===== src/mic_loopback_config.svh =====
`ifndef MIC_LOOPBACK_CONFIG_SVH
`define MIC_LOOPBACK_CONFIG_SVH

// clk cycles per half period of sck and bclk
`define SCK_DIV      2

// bit clocks per word select half
`define SLOT_BITS    32

// significant bits of one microphone sample
`define MIC_BITS     24

// bits played per dac slot
`define OUT_BITS     16

`define FIFO_DEPTH   8
`define LED_COUNT    6

// mirror the led bar as on the lab board, set to 0 for natural order
`define REVERSE_LED  1

`endif


===== src/mic_loopback_pkg.sv =====
`include "mic_loopback_config.svh"

package mic_loopback_pkg;

    // ----------------------------------------
    // sample path types

    // one microphone sample, tagged with the slot it came from
    typedef struct packed
    {
        logic signed [`MIC_BITS - 1:0] pcm;
        logic                          right;
    } audio_sample_t;

    // word sent to the dac and to the level meter
    typedef logic signed [`OUT_BITS - 1:0] play_word_t;

    // ----------------------------------------

    // keep the top bits of pcm, the rest is below the dac resolution
    function automatic play_word_t sample_to_play
    (
        input audio_sample_t sample
    );
        return sample.pcm[`MIC_BITS - 1 -: `OUT_BITS];
    endfunction

endpackage


===== src/mic_i2s_receiver.sv =====
`timescale 1ns/10ps
`include "mic_loopback_config.svh"

module mic_i2s_receiver
(
    input  logic                            clk,
    input  logic                            i_rst,
    input  logic                            i_lr,
    input  logic                            i_sd,
    output logic                            o_sck,
    output logic                            o_ws,
    output mic_loopback_pkg::audio_sample_t o_sample,
    output logic                            o_sample_stb
);

    import mic_loopback_pkg::*;

    localparam int DIV_W = $clog2(`SCK_DIV + 1);
    localparam int BIT_W = $clog2(`SLOT_BITS);

    logic [DIV_W - 1:0]     div_cnt;
    logic                   sck_tick;
    logic                   sck_rise;
    logic                   sck_fall;
    logic [BIT_W - 1:0]     bit_cnt;
    logic                   capture;
    logic                   last_bit;
    logic [`MIC_BITS - 1:0] shift_q;
    logic [`MIC_BITS - 1:0] shift_next;
    audio_sample_t          sample_q;

    // ----------------------------------------
    // sck and ws generation

    assign sck_tick = (div_cnt == DIV_W'(`SCK_DIV - 1));
    assign sck_rise = sck_tick & ~o_sck;
    assign sck_fall = sck_tick & o_sck;

    always_ff @(posedge clk)
    begin
        if (i_rst)
        begin
            div_cnt <= '0;
            o_sck   <= 1'b0;
        end
        else if (sck_tick)
        begin
            div_cnt <= '0;
            o_sck   <= ~o_sck;
        end
        else
            div_cnt <= div_cnt + 1'b1;
    end

    // ws flips on the falling edge that ends a slot
    always_ff @(posedge clk)
    begin
        if (i_rst)
        begin
            bit_cnt <= '0;
            o_ws    <= 1'b0;
        end
        else if (sck_fall)
        begin
            if (bit_cnt == BIT_W'(`SLOT_BITS - 1))
            begin
                bit_cnt <= '0;
                o_ws    <= ~o_ws;
            end
            else
                bit_cnt <= bit_cnt + 1'b1;
        end
    end

    // ----------------------------------------
    // capture, bit 0 of the slot is the i2s delay bit

    assign capture    = sck_rise && (o_ws == i_lr) && (bit_cnt != '0)
                        && (bit_cnt <= BIT_W'(`MIC_BITS));
    assign last_bit   = capture && (bit_cnt == BIT_W'(`MIC_BITS));
    assign shift_next = {shift_q[`MIC_BITS - 2:0], i_sd};

    always_ff @(posedge clk)
    begin
        if (capture)
            shift_q <= shift_next;
        if (last_bit)
        begin
            sample_q.pcm   <= shift_next;
            sample_q.right <= o_ws;
        end
    end

    always_ff @(posedge clk)
    begin
        if (i_rst)
            o_sample_stb <= 1'b0;
        else
            o_sample_stb <= last_bit;
    end

    assign o_sample = sample_q;

    // one strobe per slot, never back to back
    a_stb_single : assert property (@(posedge clk) disable iff (i_rst)
        o_sample_stb |=> !o_sample_stb);

endmodule


===== src/sample_fifo.sv =====
`timescale 1ns/10ps
`include "mic_loopback_config.svh"

module sample_fifo
#(
    parameter int DEPTH = `FIFO_DEPTH
)
(
    input  logic                            clk,
    input  logic                            i_rst,
    input  logic                            i_wr_stb,
    input  mic_loopback_pkg::audio_sample_t i_wr_data,
    input  logic                            i_pop,
    output mic_loopback_pkg::audio_sample_t o_head,
    output logic                            o_empty,
    output logic                            o_overflow
);

    import mic_loopback_pkg::*;

    localparam int PTR_W = $clog2(DEPTH);
    localparam int CNT_W = $clog2(DEPTH + 1);

    audio_sample_t      mem [DEPTH];
    logic [PTR_W - 1:0] wr_ptr;
    logic [PTR_W - 1:0] rd_ptr;
    logic [CNT_W - 1:0] count;
    logic               full;
    logic               wr_en;

    assign full    = (count == CNT_W'(DEPTH));
    assign wr_en   = i_wr_stb & ~full;
    assign o_empty = (count == '0);
    assign o_head  = mem[rd_ptr];

    always_ff @(posedge clk)
    begin
        if (wr_en)
            mem[wr_ptr] <= i_wr_data;
    end

    // pointers wrap on their own since depth is a power of two
    always_ff @(posedge clk)
    begin
        if (i_rst)
        begin
            wr_ptr     <= '0;
            rd_ptr     <= '0;
            count      <= '0;
            o_overflow <= 1'b0;
        end
        else
        begin
            if (wr_en)
                wr_ptr <= wr_ptr + 1'b1;
            if (i_pop)
                rd_ptr <= rd_ptr + 1'b1;

            case ({wr_en, i_pop})
                2'b10:   count <= count + 1'b1;
                2'b01:   count <= count - 1'b1;
                default: count <= count;
            endcase

            // sticky until reset
            if (i_wr_stb && full)
                o_overflow <= 1'b1;
        end
    end

    a_no_pop_empty : assert property (@(posedge clk) disable iff (i_rst)
        !(i_pop && o_empty));

endmodule


===== src/i2s_audio_out.sv =====
`timescale 1ns/10ps
`include "mic_loopback_config.svh"

module i2s_audio_out
(
    input  logic                            clk,
    input  logic                            i_rst,
    input  logic                            i_mute,
    input  mic_loopback_pkg::audio_sample_t i_head,
    input  logic                            i_empty,
    output logic                            o_pop,
    output logic                            o_mclk,
    output logic                            o_bclk,
    output logic                            o_lrclk,
    output logic                            o_sdata,
    output mic_loopback_pkg::play_word_t    o_play,
    output logic                            o_play_stb
);

    import mic_loopback_pkg::*;

    localparam int DIV_W = $clog2(`SCK_DIV + 1);
    localparam int BIT_W = $clog2(`SLOT_BITS);

    logic [DIV_W - 1:0] div_cnt;
    logic               bclk_tick;
    logic               bclk_fall;
    logic [BIT_W - 1:0] bit_cnt;
    logic               slot_start;
    play_word_t         next_word;
    play_word_t         word_q;
    play_word_t         play_q;

    // ----------------------------------------
    // dac clocks

    always_ff @(posedge clk)
    begin
        if (i_rst)
            o_mclk <= 1'b0;
        else
            o_mclk <= ~o_mclk;
    end

    assign bclk_tick = (div_cnt == DIV_W'(`SCK_DIV - 1));
    assign bclk_fall = bclk_tick & o_bclk;

    always_ff @(posedge clk)
    begin
        if (i_rst)
        begin
            div_cnt <= '0;
            o_bclk  <= 1'b0;
        end
        else if (bclk_tick)
        begin
            div_cnt <= '0;
            o_bclk  <= ~o_bclk;
        end
        else
            div_cnt <= div_cnt + 1'b1;
    end

    assign slot_start = bclk_fall && (bit_cnt == BIT_W'(`SLOT_BITS - 1));

    always_ff @(posedge clk)
    begin
        if (i_rst)
        begin
            bit_cnt <= '0;
            o_lrclk <= 1'b0;
        end
        else if (slot_start)
        begin
            bit_cnt <= '0;
            o_lrclk <= ~o_lrclk;
        end
        else if (bclk_fall)
            bit_cnt <= bit_cnt + 1'b1;
    end

    // ----------------------------------------
    // word select, the new slot is the inverse of the current lrclk

    assign o_pop     = slot_start && !i_empty && !i_mute && (i_head.right == ~o_lrclk);
    assign next_word = o_pop ? sample_to_play(i_head) : '0;

    // msb leaves one bclk after the slot edge, zeros fill the tail
    always_ff @(posedge clk)
    begin
        if (i_rst)
        begin
            word_q  <= '0;
            o_sdata <= 1'b0;
        end
        else if (slot_start)
        begin
            word_q  <= next_word;
            o_sdata <= 1'b0;
        end
        else if (bclk_fall)
        begin
            o_sdata <= word_q[`OUT_BITS - 1];
            word_q  <= word_q << 1;
        end
    end

    always_ff @(posedge clk)
    begin
        if (o_pop)
            play_q <= next_word;
    end

    always_ff @(posedge clk)
    begin
        if (i_rst)
            o_play_stb <= 1'b0;
        else
            o_play_stb <= o_pop;
    end

    assign o_play = play_q;

    // a non-empty fifo always shows a written sample at its head
    a_head_known : assert property (@(posedge clk) disable iff (i_rst)
        !i_empty |-> !$isunknown(i_head));

endmodule


===== src/level_meter.sv =====
`timescale 1ns/10ps
`include "mic_loopback_config.svh"

module level_meter
(
    input  logic                         clk,
    input  logic                         i_rst,
    input  mic_loopback_pkg::play_word_t i_play,
    input  logic                         i_play_stb,
    output logic [`LED_COUNT - 1:0]      o_led
);

    import mic_loopback_pkg::*;

    // bit 14 is the top magnitude bit of a 16-bit word
    localparam int TOP_BIT = `OUT_BITS - 2;
    localparam int LOW_BIT = TOP_BIT - `LED_COUNT + 1;

    play_word_t              mag;
    logic [`LED_COUNT - 1:0] bar;
    logic [`LED_COUNT - 1:0] bar_q;

    // led i is lit when any bit at or above LOW_BIT + i is set
    always_comb
    begin
        mag = i_play[`OUT_BITS - 1] ? ~i_play : i_play;
        for (int i = 0; i < `LED_COUNT; i++)
            bar[i] = |(mag[TOP_BIT:0] >> (LOW_BIT + i));
    end

    always_ff @(posedge clk)
    begin
        if (i_rst)
            bar_q <= '0;
        else if (i_play_stb)
            bar_q <= bar;
    end

    // ----------------------------------------
    // board leds are active low

    generate
        if (`REVERSE_LED)
        begin : g_reverse
            for (genvar i = 0; i < `LED_COUNT; i++)
            begin : g_bit
                assign o_led[i] = ~bar_q[`LED_COUNT - 1 - i];
            end
        end
        else
        begin : g_direct
            assign o_led = ~bar_q;
        end
    endgenerate

endmodule


===== src/mic_loopback.sv =====
`timescale 1ns/10ps
`include "mic_loopback_config.svh"

module mic_loopback
(
    input  logic                    clk,
    input  logic                    i_rst,
    input  logic                    i_lr,
    input  logic                    i_mute,
    input  logic                    i_mic_sd,
    output logic                    o_mic_sck,
    output logic                    o_mic_ws,
    output logic                    o_mclk,
    output logic                    o_bclk,
    output logic                    o_lrclk,
    output logic                    o_sdata,
    output logic [`LED_COUNT - 1:0] o_led,
    output logic                    o_overflow
);

    import mic_loopback_pkg::*;

    audio_sample_t sample;
    logic          sample_stb;
    audio_sample_t head;
    logic          empty;
    logic          pop;
    play_word_t    play;
    logic          play_stb;

    // ----------------------------------------
    // microphone side

    mic_i2s_receiver u_receiver
    (
        .clk          (clk),
        .i_rst        (i_rst),
        .i_lr         (i_lr),
        .i_sd         (i_mic_sd),
        .o_sck        (o_mic_sck),
        .o_ws         (o_mic_ws),
        .o_sample     (sample),
        .o_sample_stb (sample_stb)
    );

    sample_fifo #(.DEPTH(`FIFO_DEPTH)) u_fifo
    (
        .clk        (clk),
        .i_rst      (i_rst),
        .i_wr_stb   (sample_stb),
        .i_wr_data  (sample),
        .i_pop      (pop),
        .o_head     (head),
        .o_empty    (empty),
        .o_overflow (o_overflow)
    );

    // ----------------------------------------
    // dac side and leds

    i2s_audio_out u_audio_out
    (
        .clk        (clk),
        .i_rst      (i_rst),
        .i_mute     (i_mute),
        .i_head     (head),
        .i_empty    (empty),
        .o_pop      (pop),
        .o_mclk     (o_mclk),
        .o_bclk     (o_bclk),
        .o_lrclk    (o_lrclk),
        .o_sdata    (o_sdata),
        .o_play     (play),
        .o_play_stb (play_stb)
    );

    level_meter u_meter
    (
        .clk        (clk),
        .i_rst      (i_rst),
        .i_play     (play),
        .i_play_stb (play_stb),
        .o_led      (o_led)
    );

endmodule


===== config.mk =====
export PLATFORM = sky130hd
export DESIGN_NAME = mic_loopback
export DESIGN_NICKNAME = d
export VERILOG_FILES = /design/src/mic_loopback_pkg.sv /design/src/mic_i2s_receiver.sv /design/src/sample_fifo.sv /design/src/i2s_audio_out.sv /design/src/level_meter.sv /design/src/mic_loopback.sv
export VERILOG_INCLUDE_DIRS = /design/src
export SDC_FILE = /design/constraint.sdc
export NUM_CORES = 1
export LEC_CHECK = 0
export BUFFER_PORTS_ARGS = -buffer_cell sky130_fd_sc_hd__buf_2
export CAP_MARGIN = 25
export CORE_MARGIN = 4
export CORE_UTILIZATION = 35
export DETAILED_ROUTE_END_ITERATION = 10
export GPL_TIMING_DRIVEN = 0
export SLEW_MARGIN = 20
export SYNTH_ARGS = -nofsm -noshare
export SYNTH_HDL_FRONTEND = slang
export SYNTH_HIERARCHICAL = 1
export SYNTH_SLANG_ARGS = --single-unit

===== constraint.sdc =====
create_clock -name clk -period 3.7 [get_ports clk]
set_input_delay 0.185 -clock clk [delete_from_list [all_inputs] [get_ports clk]]
set_output_delay 0.185 -clock clk [all_outputs]
set_load 0.1 [all_outputs]

Word-level counts from Yosys, hierarchy flattened:

Memory sizes are Yosys's and may differ from the RTL's. A register that Yosys moved wholly into a read port is not among the register bits.
Cells that the tools add are included.

* add/subtract/negate cells: 8
* order comparisons: 1
* equal/unequal tests: 10
* muxes and demuxes: 10
* bitwise gates (word level): 17
* reductions and logical operators: 24

Operators with widths (count)
* two-way mux 16 bit: 3
* equality test 5 bit (second input constant): 3
* two-way mux 15 bit: 1
* NOT 15 bit: 1
* NOT 1 bit: 12
* adder 5 x 1 -> 5 bit (second input constant): 2
* logical AND 1 bit: 9
* one-hot mux 4 bit (2 select lines): 1
* OR reduction 2 bit: 4
* adder 3 x 1 -> 3 bit (second input constant): 2
* equality test 2 x 1 -> 1 bit (second input constant): 3
* two-way mux 3 bit: 2
* OR reduction 6 bit: 1
* less-or-equal comparator 5 bit (second input constant): 1
* two-way mux 5 bit: 1
* nonzero test 5 bit: 1
* OR reduction 5 bit: 1
* adder 2 x 1 -> 2 bit (second input constant): 2
* adder 4 x 1 -> 4 bit (second input constant): 1
* AND 1 bit: 4
* equality test 4 bit (second input constant): 1
* logical NOT 4 bit: 1
* nonzero test 2 bit: 2
* OR reduction 4 bit: 1
* other kinds (7): 10

* bits in registers: 119
* RAM bits: 200
* input bits: 5
* output and inout port bits: 13
* logic and storage cells: 93
* memories kept: 1

Memories
* u_fifo.mem: depth 8, bits a word 25, read ports 1, clocked after Yosys merged registers in 1, wr ports 1, RTL line sample_fifo.sv:24 `audio_sample_t mem [DEPTH];`

Depth between registers and ports, before layout:

Gate-level depths: netlist (run 1).

* depth in word-level cells: 8
* depth in mapped cells: 15
* depth with buffers taken out: 12

Modules after synthesis:

Netlist (run 1), hierarchy kept.

Modules (own cells, without submodules)
* sample_fifo: times used 1, cells each 366, area each 8386.8 µm², seq. area each 6286.0 µm²
* i2s_audio_out: times used 1, cells each 175, area each 1944.4 µm², seq. area each 1041.0 µm²
* mic_i2s_receiver: times used 1, cells each 103, area each 1918.1 µm², seq. area each 1641.6 µm²
* level_meter: times used 1, cells each 39, area each 331.6 µm², seq. area each 120.1 µm²

Worst setup path after synthesis (run 1):

No wires, ideal clock.

* path type: register to register
* start point: register u_fifo.count[1]
* end point: memory u_fifo/mem[0][0] (netlist bit), enable pin
* setup time: 470 ps
* arrival time: 3178 ps
* required time: 3230 ps
* slack: 51 ps
* stages on the path, launching flop included: 5
* buffers on the path: 1
* clock period less this slack: 3649 ps
* path through: dfxtp_1 -> or4b_1 -> buf_2 -> nand2_4 -> nor4_1

* cells in the longest elaborated chain, start to end: 5

Ends and longest elaborated chain
* start, declared: RTL line sample_fifo.sv:27 `logic [CNT_W - 1:0] count;`
* start signal, assigned: RTL line sample_fifo.sv:60 `2'b10: count <= count + 1'b1;`
* start signal, assigned: RTL line sample_fifo.sv:61 `2'b01: count <= count - 1'b1;`
* start signal, assigned: RTL line sample_fifo.sv:62 `default: count <= count;`
* equality test 4 bit: RTL line sample_fifo.sv:31 `assign full = (count == CNT_W'(DEPTH));`
* NOT 1 bit: RTL line sample_fifo.sv:32 `assign wr_en = i_wr_stb & ~full;`
* AND 1 bit: RTL line sample_fifo.sv:32
* two-way mux 1 bit: RTL line sample_fifo.sv:38 `if (wr_en)`
* two-way mux 1 bit (not written as such): RTL line sample_fifo.sv:39 `mem[wr_ptr] <= i_wr_data;`
* end, declared: RTL line sample_fifo.sv:24

No other way between the ends.

==> results of run 1 <==
[worst min path at each step]
stage / slack [ns] / start / cells after the start / end
5_1_grt: 0.06 / i_rst / 2 / u_audio_out/o_play_stb
3_3_place_gp: 0.36 / i_mic_sd / 1 / u_receiver/shift_q[0]
6_report: 0.06 / i_rst / 2 / u_audio_out/o_play_stb
4_1_cts: 0.05 / i_rst / 2 / u_audio_out/o_play_stb
3_5_place_dp: 0.37 / i_mic_sd / 1 / u_receiver/shift_q[0]
2_1_floorplan: 0.25 / i_rst / 1 / u_fifo/count[2]
[sequential cells by signal (all words and copies together), names as in the netlist, named ones only]
signal	count
u_audio_out/bit_cnt	5
u_audio_out/div_cnt	2
u_audio_out/o_bclk	1
u_audio_out/o_lrclk	1
u_audio_out/o_mclk	1
u_audio_out/o_play	7
u_audio_out/o_play_stb	1
u_audio_out/o_sdata	1
u_audio_out/word_q	16
u_fifo/count	4
u_fifo/mem	136
u_fifo/o_overflow	1
u_fifo/rd_ptr	3
u_fifo/wr_ptr	3
u_meter/bar_q	6
u_receiver/bit_cnt	5
u_receiver/div_cnt	2
u_receiver/o_sample	17
u_receiver/o_sample_stb	1
u_receiver/o_sck	1
u_receiver/o_ws	1
u_receiver/shift_q	23
[layout make-up]
class / count / area, µm²
Clock buffer: 29 / 641
Multi-Input combinational cell: 282 / 2670
Inverter: 11 / 41.3
Clock inverter: 17 / 115
Buffer: 34 / 297
Tap cell: 341 / 427
Sequential cell: 241 / 6660
Fill cell: 2372 / 15800
Timing Repair Buffer: 36 / 260
[stage by stage]
step            util  hold WS, ns  setup TNS [ns]  worst slack [ns]  area [µm²]
6_report       0.412       0.0591               0             0.128       11100
5_1_grt        0.412       0.0632               0            0.0282       11100
4_1_cts        0.412       0.0499               0            0.0155       11100
3_5_place_dp   0.382        0.365          -0.845            -0.458       10300
3_3_place_gp   0.375        0.364          -14.43            -0.827       10100
2_1_floorplan      -        0.254               0             0.287        9580
[report_power, final]
group          leakage, nW  switching [mW]  internal, mW
Sequential            2.10          0.0199          2.90
Clock                0.365           0.972          1.31
Combinational         1.11          0.0975        0.0530
Total                 3.58            1.09          4.26
[per-layer routing]
layer / vias to the layer above / global-route usage / share of wire
li1: 2351 / - / -
met1: 2509 / 0.147 / 0.44
met2: 111 / 0.201 / 0.50
met3: 33 / 0.0207 / 0.040
met4: 0 / 0.0319 / 0.023
met5: - / 0 / 0
[what timing repair did]
item	in CTS	in global routing
resized for setup	4	5
endpoints found under the setup margin	3	2
buffers inserted	1	0
hold endpoints to repair	1	0
hold buffers	1	0
==> results.md, run 1 <==
- The proportion of layout cells with a drive suffix above 1 is 0.222.
- The HPWL after detailed placement is roughly 12 mm.
- The signal on the critical path passes through buf_6, buf_6, mux4_2, mux2_4, xor2_4, and3_1, buf_4, buf_6, ha_1, buf_2, nor4b_4, a41oi_1, o41ai_1, mux2_2.
- The count of buffering cells on the critical path with inverters included is 5.
- The pre-antenna-repair detailed-routing pass consisted of 4 iterations.
- 18 I/O pins were placed.
- The end point of the critical path is u_fifo/count[3].
- Counting I/O delays and the setup requirement, the final critical path takes ~3.6 ns.
- The later pin in the worst-skew pair is clocked with a latency of 0.51 ns.
- When the netlist entered floorplanning its net count stood at roughly 590.
- For the worst flop-to-flop path, the logic depth is 14.
- The cell seen most often among critical-path stages is sky130_fd_sc_hd__buf_6.
- In the global route stage, overall resource usage came out at 0.115.
- The worst pin sits at a relative slew slack of 0.557.
- The synthesis warning total is 6.
- TritonCTS created 25 clock buffers.
- The die is 173 µm wide.
- The via count normalized by instance count is between 5 and 6.
- Summing over every cut layer, the via total after detailed routing is 5,004.
- The number of slew-limit violations in the final report is 0.
- The class of the most critical hold timing path is in2reg.
- The worst register-to-register path ends at u_fifo/count[3].
- The floorplan step defined a die boundary enclosing roughly 30,000 µm².
- For this design, the slowest cell found on the critical path is sky130_fd_sc_hd__mux4_2.
- The number of antenna violations at the first check in global routing came to 0.
- The library cells used most frequently in the layout, excluding fill and tap cells, are sky130_fd_sc_hd__edfxtp_1 (183), sky130_fd_sc_hd__dfxtp_1 (58), sky130_fd_sc_hd__nor2_1 (41).
- The post-route antenna net violation count is 0.
- The arrival time at the worst endpoint is 3.97 ns.
- Among cell families on the critical path, the largest total delay comes from multiplexers.
- After floorplanning, the core was divided into 60 placement rows.
- The start-to-end type of the worst setup path is reg2reg.
- Setup violations remaining at the end of the flow were counted as 0.
- In the final routed layout, each cell accounts on average for 17.7 µm.
- In the final design database the tool counted approximately 650 nets.
- The H-tree level count is 1.
- Across the routed clock network, the largest skew measured is 0.00672 ns.
- The number of gates on the worst path with buffers counted is 14.
- The area overhead of the layout relative to synthesis is 15.9%.
- For flop-to-flop paths, the worst setup slack is between 0.1 and 0.15 ns.
- The gate count after technology mapping is 569.
- The maximum resistive drop on vdd is between 0.2 and 0.3 mV.
- Routability-driven placement finished with a final weighted congestion of 0.778.
- The flow ran to the end, and the final reports show no timing, DRC or antenna violations.
- The number of design rule violations left after detail routing is 0.
- The TritonCTS clock tree is yes.
- At the worst endpoint, the required time is 4.10 ns.
- For this run, the number of standard cells in the final layout without fillers is 991.
- Dividing the synthesized area by the synthesized cell count gives approximately 17 µm².
- The transition time of the tightest slew-check pin is 0.661 ns.
- The effective utilization at floorplan is 0.356.
- The tool flagged a number of max-cap violations equal to 0.
- The die is 173 µm tall.
- The cell sitting at the root of the clock tree is a sky130_fd_sc_hd__clkbuf_16.
- The worst setup path is captured at a register.
- Setup repair after global routing left no endpoint under its margin.
- The total wirelength of the detailed-routed design is between 15 and 20 mm.
- In this run the standard cell core region covers approximately 27,000 µm².
- Of the available clock period, the critical path in the final layout requires 0.965.
- For this run, the slowest stage of the critical path takes 0.53 ns.
- The most common cell after layout, fill and taps aside is sky130_fd_sc_hd__edfxtp_1.
- The leakage power of the design is between 3 and 4 nW.
- The number of antenna diodes in the final layout is 0.
- The cell area that synthesis handed to floorplanning was between 9000 and 10,000 µm².
- Entering global routing, the biggest net connects 19 pins.
- The total grt overflow is 0.
- The critical-path maximum fanout is 13.
- Including well taps, the total number of placed cells is about 940.
- The via count of the first global-routing pass came to between 5,000 and 6,000.
- The number of buffer cells added on primary ports is 17.
- The wire length of the first global-routing pass is around 28 mm.
- After clock tree synthesis, the clock-pin slew on the worst setup and hold paths is about 0.060 ns.
- The final number of hold-violating endpoints is 0.
- The count of routing violations after the opening detailed-route iteration is 270.
- The deepest clock path buffer count is 3.
- The total number of clock tree sinks is 241.
- The element type at the critical path start is a register.
- Overall power consumption after layout is estimated at around 5.4 mW.
- For this design the ratio of total power to cell area is approximately 480 nW/µm².
- The maximum operating frequency is 280 MHz.
Note: power is estimated with default switching activity, not from simulation.
==> run 2: changes to the inputs <==
--- a/config.mk
+++ b/config.mk
@@ -12,6 +12,7 @@
 export CORE_UTILIZATION = 35
 export DETAILED_ROUTE_END_ITERATION = 10
 export GPL_TIMING_DRIVEN = 0
+export SETUP_SLACK_MARGIN = 0.3
 export SLEW_MARGIN = 20
 export SYNTH_ARGS = -nofsm -noshare
 export SYNTH_HDL_FRONTEND = slang
==> run 2 against run 1 <==
Effect of this change:
- register-to-register slack better by 0.26 ns
- cell area up 2.6%
- highest routed layer unchanged
- sequential cell count unchanged
- die area unchanged
==> results.md, run 2 (synthesis results as in run 1) <==
- The run finished with clean final reports.
- The critical-path maximum fanout came to 9 (-4).
- The number of flip-flops in the largest register is 136 (unchanged).
- From synthesis to final layout, the design area changed by 18.9%.
- The final setup violation count is 0 (unchanged).
- The final hold slack is 0.0815 ns (+0.0224 ns).
- The worst hold path depth was 2 (unchanged).
- In the layout the commonest cells are sky130_fd_sc_hd__edfxtp_1 (183), sky130_fd_sc_hd__dfxtp_1 (57), sky130_fd_sc_hd__nor2_1 (41).
- The height of the die is 173 µm (unchanged).
- The number of buffer cells added on primary ports came to 17 (unchanged).
- The register with the most flip-flops in the final layout is u_fifo/mem.
- The number of slew-limit violations in the final report is 0 (unchanged).
- The number of design rule violations left after detail routing is 0 (unchanged).
- The most common cell after layout, fill and taps aside is sky130_fd_sc_hd__edfxtp_1.
- The deepest clock path buffer count is 3 (unchanged).
- The average wire per standard cell is 17.4 µm (-1.5%).
- The total vias in the final route is 5,010 (+0.12%).
- The minimum period implied by the final worst setup slack is 3.31 ns (-0.259 ns).
- The cell area after placement is 10,300 µm² (+0.11%).
- The routability congestion estimate is 0.761 (-2.1%).
- The horizontal die dimension is 173 µm (unchanged).
- The via count normalized by instance count is 5.00 (-1.1%).
- The worst-skew pair later-pin latency is 0.51 ns (about the same).
- The area enclosed by the die boundary is 30,100 µm² (unchanged).
- The effective utilization at floorplan was 0.356 (unchanged).
- The number of ports placed on the die boundary is 18 (unchanged).
- The max capacitance violation total is 0 (unchanged).
- Signal routing reaches up to met4.
- The number of antenna violations at the first check in global routing is 0 (unchanged).
- The arrival time at the worst endpoint came to 3.71 ns (-0.26 ns).
- The length of routed met2 wiring is 8.76 mm (+0.30%).
- The total track usage is 0.115 (about the same).
- The core outline area was 27,000 µm² (unchanged).
- The maximum number of pins on one net before global-route repair is 19 (unchanged).
- The total grt overflow is 0 (unchanged).
- The post-route antenna net violation count is 0 (unchanged).
- The leakage power of the design was 3.72 nW (+4.1%).
- The class of the most critical hold timing path is in2reg.
- The critical path is of the reg2reg type.
- The total number of clock tree sinks is 241 (unchanged).
- The power per standard cell area was 499 nW/µm² (+3.7%).
- The final cycle utilization of the critical path is 0.896 (-0.0699).
- The antenna cell count is 0 (unchanged).
- The detailed-routed wire length on met3 came to 670 µm (-3.2%).
- The required arrival time at the worst endpoint was 4.10 ns (about the same).
- The transition time of the tightest slew-check pin came to 0.752 ns (+0.0902 ns).
- The root buffer cell is sky130_fd_sc_hd__clkbuf_16.
- The final number of hold-violating endpoints is 0 (unchanged).
- The net count of the finished layout came to 663 (+2.3%).
- The final sum of negative setup slack is 0 ns (unchanged).
- The final standard cell area without fillers was 11,400 µm² (+2.6%).
- The count of non-filler cells in the finished layout came to 1,003 (+1.2%).
- The critical path endpoint category is a register.
- The total wirelength of the detailed-routed design is 17.5 mm (-0.30%).
- The placed instance count came to 944 (unchanged).
- The TritonCTS clock tree is yes.
- The via count of the first global-routing pass is 5,159 (+1.9%).
- The maximum operating frequency is 302 MHz (+7.8%).
- Setup repair after global routing left no endpoint under its margin.
- The relative max-transition margin came to 0.495 (-0.0627).
- The fill cell instance count of the final layout came to 2,342 (-1.3%).
- The wire length of the first global-routing pass was 28.0 mm (+1.1%).
- The clock slew seen by the registers of the worst setup and hold paths is 0.06 ns (about the same).
- The proportion of layout cells with a drive suffix above 1 was 0.248 (+0.0262).
- The detailed-router iteration count before antenna repair came to 5 (+1).
- The count of standard-cell rows is 60 (unchanged).
- The length in cells of the worst reg-to-reg path is 14 (unchanged).
- The worst setup skew after layout came to 0.00844 ns (+0.00172 ns).
- The H-tree level count is 1 (unchanged).
- The post-detailed-placement half-perimeter wirelength is 12.0 mm (-1.8%).
- The element type at the critical path start is a register.
- The detailed-routing wirelength on met1 was 7.60 mm (-1.1%).
- The maximum resistive drop on vdd is 0.341 mV (+32%).
- The count of routing violations after the opening detailed-route iteration is 301 (+11%).
- The number of clock buffers inserted by TritonCTS is 25 (unchanged).
-- run 2: changes by cell type in the layout (fill, tap and decap cells not counted), moves of 2 or more --
cell                         before  now
sky130_fd_sc_hd__buf_12           0    2
sky130_fd_sc_hd__buf_2           22   20
sky130_fd_sc_hd__clkinv_2         5    3
sky130_fd_sc_hd__nor3_4           0    2
sky130_fd_sc_hd__buf_4           11   27
sky130_fd_sc_hd__clkinvlp_4       2    0
sky130_fd_sc_hd__bufinv_16        1    6
sky130_fd_sc_hd__clkinv_1         6    4
sky130_fd_sc_hd__buf_6           14   12
-- run 2: per-stage QoR --
step | utilization | power [mW] | setup slack [ns]
final | 0.423 | 5.69 | 0.386
after global routing | 0.423 | 5.91 | 0.291
after CTS | 0.419 | 5.77 | 0.317
after detailed placement | 0.382 | 3.13 | -0.460
after global placement | 0.375 | 3.12 | -0.810
after floorplan | - | 3.09 | 0.315
-- run 2: per-layer routing --
layer | up-vias | global-route usage
li1 | 2365 | -
met1 | 2526 | 0.145
met2 | 86 | 0.199
met3 | 33 | 0.0231
met4 | 0 | 0.0359
met5 | - | 0
-- run 2: final cells by class --
class / instances / area, µm² / share of cell area
Sequential cell: 241 / 6660 / 0.584
Multi-Input combinational cell: 282 / 2710 / 0.238
Clock buffer: 29 / 641 / 0.0562
Tap cell: 341 / 427 / 0.0374
Timing Repair Buffer: 50 / 370 / 0.0325
Buffer: 35 / 329 / 0.0289
Clock inverter: 14 / 219 / 0.0192
Inverter: 11 / 41.3 / 0.00362
-- run 2: power by group --
group          internal [mW]  leakage, nW  switching [mW]
clock network           1.65        0.420           0.974
logic                 0.0530         1.20          0.0977
registers               2.90         2.10          0.0197
total                   4.60         3.72            1.09
-- run 2: what timing repair did --
item	in CTS	in global routing
endpoints found under the hold margin	1	0
gates resized for setup	21	3
pin swaps	1	1
hold buffers	1	0
setup buffers	2	13
setup endpoints to repair	4	2
-- run 2: path summary, 6_finish.rpt --
kind                       from  slack [ns]                endpoint
max                    register        0.39         u_fifo/count[3]
max reg2reg            register        0.39         u_fifo/count[3]
min reg2reg  u_audio_out/o_mclk        0.41      u_audio_out/o_mclk
min                       i_rst        0.08  u_audio_out/o_play_stb
-- run 2: worst max-delay path, stage by stage, from the launching register on --
cell                      delay, ns
sky130_fd_sc_hd__dfxtp_2       0.32
sky130_fd_sc_hd__buf_6         0.11
sky130_fd_sc_hd__buf_12        0.12
sky130_fd_sc_hd__mux4_2        0.51
sky130_fd_sc_hd__mux2_4        0.32
sky130_fd_sc_hd__xor2_4        0.15
sky130_fd_sc_hd__and3_4        0.20
sky130_fd_sc_hd__buf_6         0.12
sky130_fd_sc_hd__buf_12        0.12
sky130_fd_sc_hd__ha_2          0.28
sky130_fd_sc_hd__buf_6         0.14
sky130_fd_sc_hd__nor4b_4       0.29
sky130_fd_sc_hd__a41oi_2       0.07
sky130_fd_sc_hd__o41ai_2       0.09
sky130_fd_sc_hd__mux2_2        0.37
